**src/hdl/div_pkg.sv**
```systemverilog
////////////////////
// Widths and hand-off structs shared by all divide unit blocks
// XLEN is fixed at 32 and the tag is a 5-bit register address
////////////////////
`default_nettype none

package div_pkg;

  ////////////////////
  // Widths
  ////////////////////
  localparam int unsigned XLEN = 32;

  // One data word
  typedef logic [XLEN-1:0] xlen_t;
  // Destination register address
  typedef logic [4:0] tag_t;
  // Iteration count, holds 0 to XLEN
  typedef logic [5:0] count_t;

  ////////////////////
  // Encodings
  ////////////////////
  typedef enum logic [1:0] {
    OP_DIV  = 2'd0,
    OP_DIVU = 2'd1,
    OP_REM  = 2'd2,
    OP_REMU = 2'd3
  } div_op_e;

  typedef enum logic [1:0] {
    ST_IDLE    = 2'd0,
    ST_ITER    = 2'd1,
    ST_CORRECT = 2'd2,
    ST_DONE    = 2'd3
  } exec_state_e;

  ////////////////////
  // Hand-off structs
  ////////////////////
  typedef struct packed {
    div_op_e op;
    xlen_t   dividend;
    xlen_t   divisor;
    tag_t    tag;
  } div_req_t;

  // Operands already as magnitudes, signs kept as flags
  typedef struct packed {
    xlen_t dividend;
    xlen_t divisor;
    logic  neg_quot;
    logic  neg_rem;
    logic  want_rem;
    tag_t  tag;
  } div_work_t;

  // Unsigned results, flags passed through untouched
  typedef struct packed {
    xlen_t quot;
    xlen_t rem;
    logic  neg_quot;
    logic  neg_rem;
    logic  want_rem;
    tag_t  tag;
  } div_raw_t;

  typedef struct packed {
    xlen_t value;
    tag_t  tag;
  } div_resp_t;

endpackage

`default_nettype wire
```
**src/hdl/div_unit.sv**
```systemverilog
////////////////////
// Credit-based divide unit for DIV, DIVU, REM and REMU
// Up to three operations in flight, responses return in order
////////////////////
`default_nettype none

module div_unit #(
  parameter int unsigned RESP_CREDIT_MAX = 4
) (
  input  logic                clk,
  input  logic                rst_n,
  input  logic                req_valid,
  input  div_pkg::div_req_t   req,
  output logic                req_credit,
  input  logic                resp_credit,
  output logic                resp_valid,
  output div_pkg::div_resp_t  resp
);

  import div_pkg::*;

  // Decode to execute
  logic      work_valid;
  logic      work_ready;
  div_work_t work;

  // Execute to result
  logic      raw_valid;
  logic      raw_ready;
  div_raw_t  raw;

  div_decode i_div_decode (
    .clk        (clk),
    .rst_n      (rst_n),
    .req_valid  (req_valid),
    .req        (req),
    .req_credit (req_credit),
    .work_valid (work_valid),
    .work_ready (work_ready),
    .work       (work)
  );

  div_execute i_div_execute (
    .clk        (clk),
    .rst_n      (rst_n),
    .work_valid (work_valid),
    .work       (work),
    .work_ready (work_ready),
    .raw_valid  (raw_valid),
    .raw_ready  (raw_ready),
    .raw        (raw)
  );

  div_result #(
    .RESP_CREDIT_MAX (RESP_CREDIT_MAX)
  ) i_div_result (
    .clk         (clk),
    .rst_n       (rst_n),
    .raw_valid   (raw_valid),
    .raw         (raw),
    .raw_ready   (raw_ready),
    .resp_credit (resp_credit),
    .resp_valid  (resp_valid),
    .resp        (resp)
  );

endmodule

`default_nettype wire

```
**src/hdl/div_result.sv**
```systemverilog
////////////////////
// Applies signs and holds one response until a credit is available
// Consumer must not grant more than RESP_CREDIT_MAX credits
////////////////////
`default_nettype none

module div_result #(
  parameter int unsigned RESP_CREDIT_MAX = 4
) (
  input  logic                clk,
  input  logic                rst_n,
  input  logic                raw_valid,
  input  div_pkg::div_raw_t   raw,
  output logic                raw_ready,
  input  logic                resp_credit,
  output logic                resp_valid,
  output div_pkg::div_resp_t  resp
);

  import div_pkg::*;

  localparam int unsigned CNT_W = $clog2(RESP_CREDIT_MAX + 1);

  logic             full;
  logic [CNT_W-1:0] credit_cnt;
  xlen_t            quot_s;
  xlen_t            rem_s;
  logic             load;

  ////////////////////
  // Sign fix-up
  ////////////////////
  assign quot_s = raw.neg_quot ? (~raw.quot + xlen_t'(1)) : raw.quot;

  // Remainder follows the sign of the dividend
  assign rem_s = raw.neg_rem ? (~raw.rem + xlen_t'(1)) : raw.rem;

  ////////////////////
  // Holding register
  ////////////////////
  assign raw_ready = !full;
  assign load      = raw_valid && raw_ready;

  always_ff @(posedge clk or negedge rst_n) begin
    if (!rst_n) begin
      full <= 1'b0;
    end else if (load) begin
      full <= 1'b1;
    end else if (resp_valid) begin
      full <= 1'b0;
    end
  end

  always_ff @(posedge clk) begin
    if (load) begin
      resp.value <= raw.want_rem ? rem_s : quot_s;
      resp.tag   <= raw.tag;
    end
  end

  ////////////////////
  // Response credits
  ////////////////////
  // Leaves on the first cycle with both a result and a credit
  assign resp_valid = full && (credit_cnt != '0);

  always_ff @(posedge clk or negedge rst_n) begin
    if (!rst_n) begin
      credit_cnt <= '0;
    end else begin
      case ({resp_credit, resp_valid})
        2'b10: begin
          credit_cnt <= credit_cnt + CNT_W'(1);
        end
        2'b01: begin
          credit_cnt <= credit_cnt - CNT_W'(1);
        end
        default: begin
          credit_cnt <= credit_cnt;
        end
      endcase
    end
  end

  a_credit_no_overflow: assert property (
    @(posedge clk) disable iff (!rst_n)
    resp_credit |-> (credit_cnt != CNT_W'(RESP_CREDIT_MAX))
  );

endmodule

`default_nettype wire

```
**src/hdl/div_execute.sv**
```systemverilog
////////////////////
// Non-restoring unsigned divide, XLEN steps plus one correction
// Divisor zero gives all ones and the dividend as remainder
////////////////////
`default_nettype none

module div_execute (
  input  logic                clk,
  input  logic                rst_n,
  input  logic                work_valid,
  input  div_pkg::div_work_t  work,
  output logic                work_ready,
  output logic                raw_valid,
  input  logic                raw_ready,
  output div_pkg::div_raw_t   raw
);

  import div_pkg::*;

  exec_state_e   state;
  count_t        count;

  // Partial remainder carries one extra bit for its sign
  logic [XLEN:0] part_rem;
  xlen_t         quot;
  xlen_t         dvs;
  logic          neg_quot;
  logic          neg_rem;
  logic          want_rem;
  tag_t          tag;

  logic [XLEN:0] dvs_ext;
  logic [XLEN:0] shifted;
  logic [XLEN:0] step_rem;
  logic          start;

  assign work_ready = (state == ST_IDLE);
  assign raw_valid  = (state == ST_DONE);
  assign start      = work_valid && work_ready;

  ////////////////////
  // One divide step
  ////////////////////
  assign dvs_ext = {1'b0, dvs};

  // Next dividend bit enters from the top of the quotient register
  assign shifted = {part_rem[XLEN-1:0], quot[XLEN-1]};

  // Negative remainder adds the divisor back, otherwise subtract
  assign step_rem = part_rem[XLEN] ? (shifted + dvs_ext) : (shifted - dvs_ext);

  ////////////////////
  // Control FSM
  ////////////////////
  always_ff @(posedge clk or negedge rst_n) begin
    if (!rst_n) begin
      state <= ST_IDLE;
      count <= '0;
    end else begin
      case (state)
        ST_IDLE: begin
          if (start) begin
            state <= ST_ITER;
            count <= '0;
          end
        end
        ST_ITER: begin
          count <= count + count_t'(1);
          if (count == count_t'(XLEN - 1)) begin
            state <= ST_CORRECT;
          end
        end
        ST_CORRECT: begin
          state <= ST_DONE;
        end
        ST_DONE: begin
          if (raw_ready) begin
            state <= ST_IDLE;
          end
        end
        default: begin
          state <= ST_IDLE;
        end
      endcase
    end
  end

  ////////////////////
  // Datapath
  ////////////////////
  always_ff @(posedge clk) begin
    if (start) begin
      quot     <= work.dividend;
      part_rem <= '0;
      dvs      <= work.divisor;
      neg_quot <= work.neg_quot;
      neg_rem  <= work.neg_rem;
      want_rem <= work.want_rem;
      tag      <= work.tag;
    end else if (state == ST_ITER) begin
      part_rem <= step_rem;
      // Quotient bit is one when the new remainder is not negative
      quot     <= {quot[XLEN-2:0], ~step_rem[XLEN]};
    end else if ((state == ST_CORRECT) && part_rem[XLEN]) begin
      part_rem <= part_rem + dvs_ext;
    end
  end

  assign raw = '{
    quot:     quot,
    rem:      part_rem[XLEN-1:0],
    neg_quot: neg_quot,
    neg_rem:  neg_rem,
    want_rem: want_rem,
    tag:      tag
  };

  a_count_in_range: assert property (
    @(posedge clk) disable iff (!rst_n)
    count <= count_t'(XLEN)
  );

endmodule

`default_nettype wire

```
**src/hdl/div_decode.sv**
```systemverilog
////////////////////
// Holds one request. The issuer starts with one credit and
// must not assert req_valid again until req_credit returns it
////////////////////
`default_nettype none

module div_decode (
  input  logic                clk,
  input  logic                rst_n,
  input  logic                req_valid,
  input  div_pkg::div_req_t   req,
  output logic                req_credit,
  output logic                work_valid,
  input  logic                work_ready,
  output div_pkg::div_work_t  work
);

  import div_pkg::*;

  logic      signed_op;
  logic      sign_eff;
  logic      dvd_neg;
  logic      dvs_neg;
  xlen_t     dvd_mag;
  xlen_t     dvs_mag;
  div_work_t work_d;

  ////////////////////
  // Sign rules
  ////////////////////
  assign signed_op = (req.op == OP_DIV) || (req.op == OP_REM);

  // Divide by zero is treated as unsigned so the raw dividend
  // comes back as the remainder and the quotient stays all ones
  assign sign_eff = signed_op && (req.divisor != '0);

  assign dvd_neg = sign_eff && req.dividend[XLEN-1];
  assign dvs_neg = sign_eff && req.divisor[XLEN-1];

  // Most negative value maps onto itself, which is 2^31 unsigned
  assign dvd_mag = dvd_neg ? (~req.dividend + xlen_t'(1)) : req.dividend;
  assign dvs_mag = dvs_neg ? (~req.divisor + xlen_t'(1)) : req.divisor;

  assign work_d = '{
    dividend: dvd_mag,
    divisor:  dvs_mag,
    neg_quot: dvd_neg ^ dvs_neg,
    neg_rem:  dvd_neg,
    want_rem: (req.op == OP_REM) || (req.op == OP_REMU),
    tag:      req.tag
  };

  ////////////////////
  // Entry
  ////////////////////
  always_ff @(posedge clk or negedge rst_n) begin
    if (!rst_n) begin
      work_valid <= 1'b0;
    end else if (req_valid) begin
      work_valid <= 1'b1;
    end else if (work_ready) begin
      work_valid <= 1'b0;
    end
  end

  always_ff @(posedge clk) begin
    if (req_valid) begin
      work <= work_d;
    end
  end

  // Credit goes back as soon as execute takes the entry
  assign req_credit = work_valid && work_ready;

  // A request on a full entry means the issuer overspent its credit
  a_req_needs_credit: assert property (
    @(posedge clk) disable iff (!rst_n)
    req_valid |-> !work_valid
  );

endmodule

`default_nettype wire

```
**config.mk**
```make
export PLATFORM = sky130hd
export DESIGN_NAME = div_unit
export DESIGN_NICKNAME = d
export VERILOG_FILES = /design/src/hdl/div_pkg.sv /design/src/hdl/div_unit.sv /design/src/hdl/div_result.sv /design/src/hdl/div_execute.sv /design/src/hdl/div_decode.sv
export SDC_FILE = /design/constraint.sdc
export NUM_CORES = 1
export LEC_CHECK = 0
export ABC_AREA = 1
export BUFFER_PORTS_ARGS = -buffer_cell sky130_fd_sc_hd__buf_2
export CORE_UTILIZATION = 55
export CTS_CLUSTER_DIAMETER = 120
export CTS_CLUSTER_SIZE = 24
export DETAILED_ROUTE_END_ITERATION = 8
export PLACE_DENSITY = 0.83
export SYNTH_ARGS = -nofsm -noshare
export SYNTH_HDL_FRONTEND = slang
export SYNTH_HIERARCHICAL = 1
export SYNTH_SLANG_ARGS = --single-unit
```
**constraint.sdc**
```tcl
create_clock -name clk -period 2.67 [get_ports clk]
set_input_delay 0.1335 -clock clk [delete_from_list [all_inputs] [get_ports clk]]
set_output_delay 0.1335 -clock clk [all_outputs]
set_load 0.05 [all_outputs]
```
==> impl_metrics.ini <==
[cts]
clock_sinks = 227
cts_buffer_depth = 3
path_clk_slew_ps = 110
root_buffer = clkbuf_16
cts_max_level = 1
clkLatencyLatePin_ps = 490
cts_tree = done
cts_made_buffers = 13

[critical_path]
reg2reg_depth = 21
crit_type = flip-flop to flip-flop
cp-start-kind = flip-flop
cp.arrival_ps = 3430
cp_max_fo = 4
end_kind = flip-flop
required_ps = 2930

[sta]
hold_viol = 0
fin_hold_ws_ps = 9.78
fin_worst_skew_ps = 28.6
period_minus_slack_ps = 3180
final_max_slew_viol_count = 0
rsz0062_at_grt = yes
final.period_utilization_pct = 119
setup_viol = 27
slew_headroom_pct = 50.9
fin_ws_ps = -505
setup_tns_ps = -10140
worst_pin_slew_ps = 735
max_freq_mhz = 315

[die]
die_area_um2 = 34800
core_area_um2 = 33500
initial_utilization_pct = 55.8
io_pins = 114
rows = 67
die_x_um = 187
die_h_um = 187

[logic_synthesis]
async_reset_ff_share_pct = 5.73
ys_seq_elements = 227
netlist_area_um2 = 18700
synth_top_family_by_area = simple AND/OR/NAND/NOR gates
avgSynthCellArea_um2 = 6.82
seq_area_frac_synth_pct = 34.3
ys_warn_count = 6
synth_compound_area_share_pct = 8.50
synthAdderAreaFrac_pct = 5.40
synth_nets = 2900
synth_cell_types = 62
synthMuxAreaShare_pct = 0
ys.flop_type = edfxtp_1
synth-simple-area-share_pct = 37.1
synth_edf_count = 181
synthCells = 2746
synth_xor_area_share_pct = 3.41

[global_route]
gr-total-overflow = 0
grtUsageMet3_pct = 3.84
grt_max_degree = 74
grt_most_used_layer = met2
use_met1_pct = 45.5
grt_antenna_before_repair = 0
grt_pass1_vias = 18000
grtUsageMet2_pct = 53.7
grt_pass1_wl_um = 93400
gr-usage-all-layers_pct = 33.5

[run_status]
run_status = finished with violations
failed_checks = negative setup slack

[power_and_ir_drop]
pwr-share-clk_pct = 8.9
p_switching_uw = 11400
p_seq_share_pct = 23.4
pwr-share-comb_pct = 67.7
power.density_nw_per_um2 = 1030
ir_drop_uv = 640
power_uw = 23200
p_int_uw = 11800
p_leak_uw = 0.0109
netSwitchingFraction_pct = 49.2

[route]
ant_nets = 0
via_count = 19600
first_iter_violations = 2030
drc = 0
vias_per_cell = 5.61
wirelength_um = 61100
dr.pass1.iters = 6
wl_per_cell_um = 17.5

[cells_and_area]
n_fill_cell = 2835
utilization_pct = 67.2
final_common_cell = nand2_1
drive_above_1_share_pct = 22.4
antenna_cells = 0
final_cell_area_um2 = 22500
layout_common_cells = nand2_1 (822), inv_1 (369), nor2_1 (245)
syn_to_final_growth_pct = 20.4
fin_nets = 3187

[min_path]
whs_path_depth = 3
hp-class = input port to flip-flop

[job]
maxCapViolCount = 0

[placed_design]
portBuffers = 113
gp_congestion = 1.01
placed_cell_area_um2 = 20700
post-dp-hpwl_um = 46900
metal layers:
layer / part of all wire (%) / vias up
li1: - / 9335
met1: 41 / 8952
met2: 45 / 1067
met3: 8.6 / 207
met4: 5.3 / 0
met5: 0 / -
flip-flops by register name, indices dropped and copies added, names as in the netlist:
register / count
i_div_decode/work_valid: 1
i_div_execute/dvs: 32
i_div_execute/want_rem: 1
i_div_result/full: 1
i_div_result/resp: 37
i_div_execute/quot: 32
i_div_execute/part_rem: 33
i_div_execute/count: 6
i_div_decode/work: 72
i_div_result/credit_cnt: 3
i_div_execute/tag: 5
i_div_execute/neg_quot: 1
i_div_execute/neg_rem: 1
i_div_execute/state: 2
logic make-up after synthesis:
kind of cell | count (synthesis)
adder cells (fa/ha/maj) | 79
AND/OR/NAND/NOR | 1590
flip-flops | 227
XOR/XNOR | 73
AO/OA/AOI/OAI | 276
buffers and inverters | 501
final cells by class:
cell class	instances	area [um2]	area share, %
inverters	416	1560	6.93
flip-flops and latches	227	6420	28.5
clock buffers	19	348	1.54
multi-input cells	2018	11000	48.9
repair buffers	357	2600	11.5
clock inverters	2	16.3	0.0721
well taps	448	561	2.49
worst max-delay path: stages (launching register included):
cell and delay, ps:
edfxtp_1 410, inv_2 120, nand3_4 90, nor2_4 120, buf_4 130, and3_4 200, nor2_1 60, xor2_1 390
ha_1 370, nand2_1 80, nand2_1 70, o21bai_2 200, inv_1 60, nand2_1 80, nand2_1 70, nand2_1 100
nand2_1 100, nand2_1 60, nand2_2 60, nand2_1 50, nand2_1 70, nand2_1 50
cell usage after synthesis (17+ instances only):
| master | instances | area, um2 |
|---|---|---|
| ha_1 | 76 | 951 |
| buf_4 | 40 | 300 |
| inv_1 | 387 | 1450 |
| dfxtp_1 | 33 | 661 |
| o21ai_1 | 17 | 85.1 |
| nor2_1 | 270 | 1010 |
| nor2_2 | 31 | 194 |
| nor3_1 | 24 | 120 |
| edfxtp_1 | 181 | 5440 |
| nand2_2 | 38 | 238 |
| nand2_1 | 882 | 3310 |
| xor2_1 | 50 | 438 |
| nand3b_1 | 17 | 128 |
| nand4_1 | 33 | 206 |
| o21ai_0 | 82 | 410 |
| inv_2 | 28 | 105 |
| xnor2_1 | 23 | 201 |
| nand3_1 | 238 | 1190 |
| a21oi_1 | 114 | 571 |
final timing paths:
| check | startpoint | end | slack, ps |
|---|---|---|---|
| worst max-delay path | i_div_execute/dvs[0]$_DFFE_PP_ | i_div_execute/quot[0]$_DFFE_PP_ | -510 |
| worst min-delay path | req[62] | i_div_decode/work[65]$_DFFE_PP_ | 10 |
| worst max register to register | i_div_execute/dvs[0]$_DFFE_PP_ | i_div_execute/quot[0]$_DFFE_PP_ | -510 |
| worst min register to register | i_div_decode/work[36]$_DFFE_PP_ | i_div_execute/dvs[28]$_DFFE_PP_ | 410 |
| max in group asynchronous | rst_n | i_div_execute/count[5]$_DFFE_PN0P_ | 2360 |
| min in group asynchronous | rst_n | i_div_result/credit_cnt[2]$_DFFE_PN0P_ | 70 |
power groups by stage:
| stage | Clock (uW) | Combinational, uW | Sequential (uW) |
|---|---|---|---|
| 5_1_grt | 2210 | 17100 | 5430 |
| 2_1_floorplan | 0 | 8670 | 4880 |
| 3_5_place_dp | 0 | 12600 | 5430 |
| 6_report | 2060 | 15700 | 5430 |
| 4_1_cts | 2090 | 13600 | 5360 |
| 3_3_place_gp | 0 | 12400 | 5420 |
metrics by stage:
step	setup slack, ps	instances
2_1_floorplan	-119	2746
3_3_place_gp	-428	3396
3_5_place_dp	-523	3396
4_1_cts	-396	3467
5_1_grt	-725	3487
6_report	-505	3487
timing repair:
action,CTS,global route
setup buffers,13,20
hold buffers,38,0
setup endpoints to repair,26,30
endpoints found under the hold margin,50,0
resized for setup,96,149
pin swaps,68,79
(Power assumes the default switching activity.)
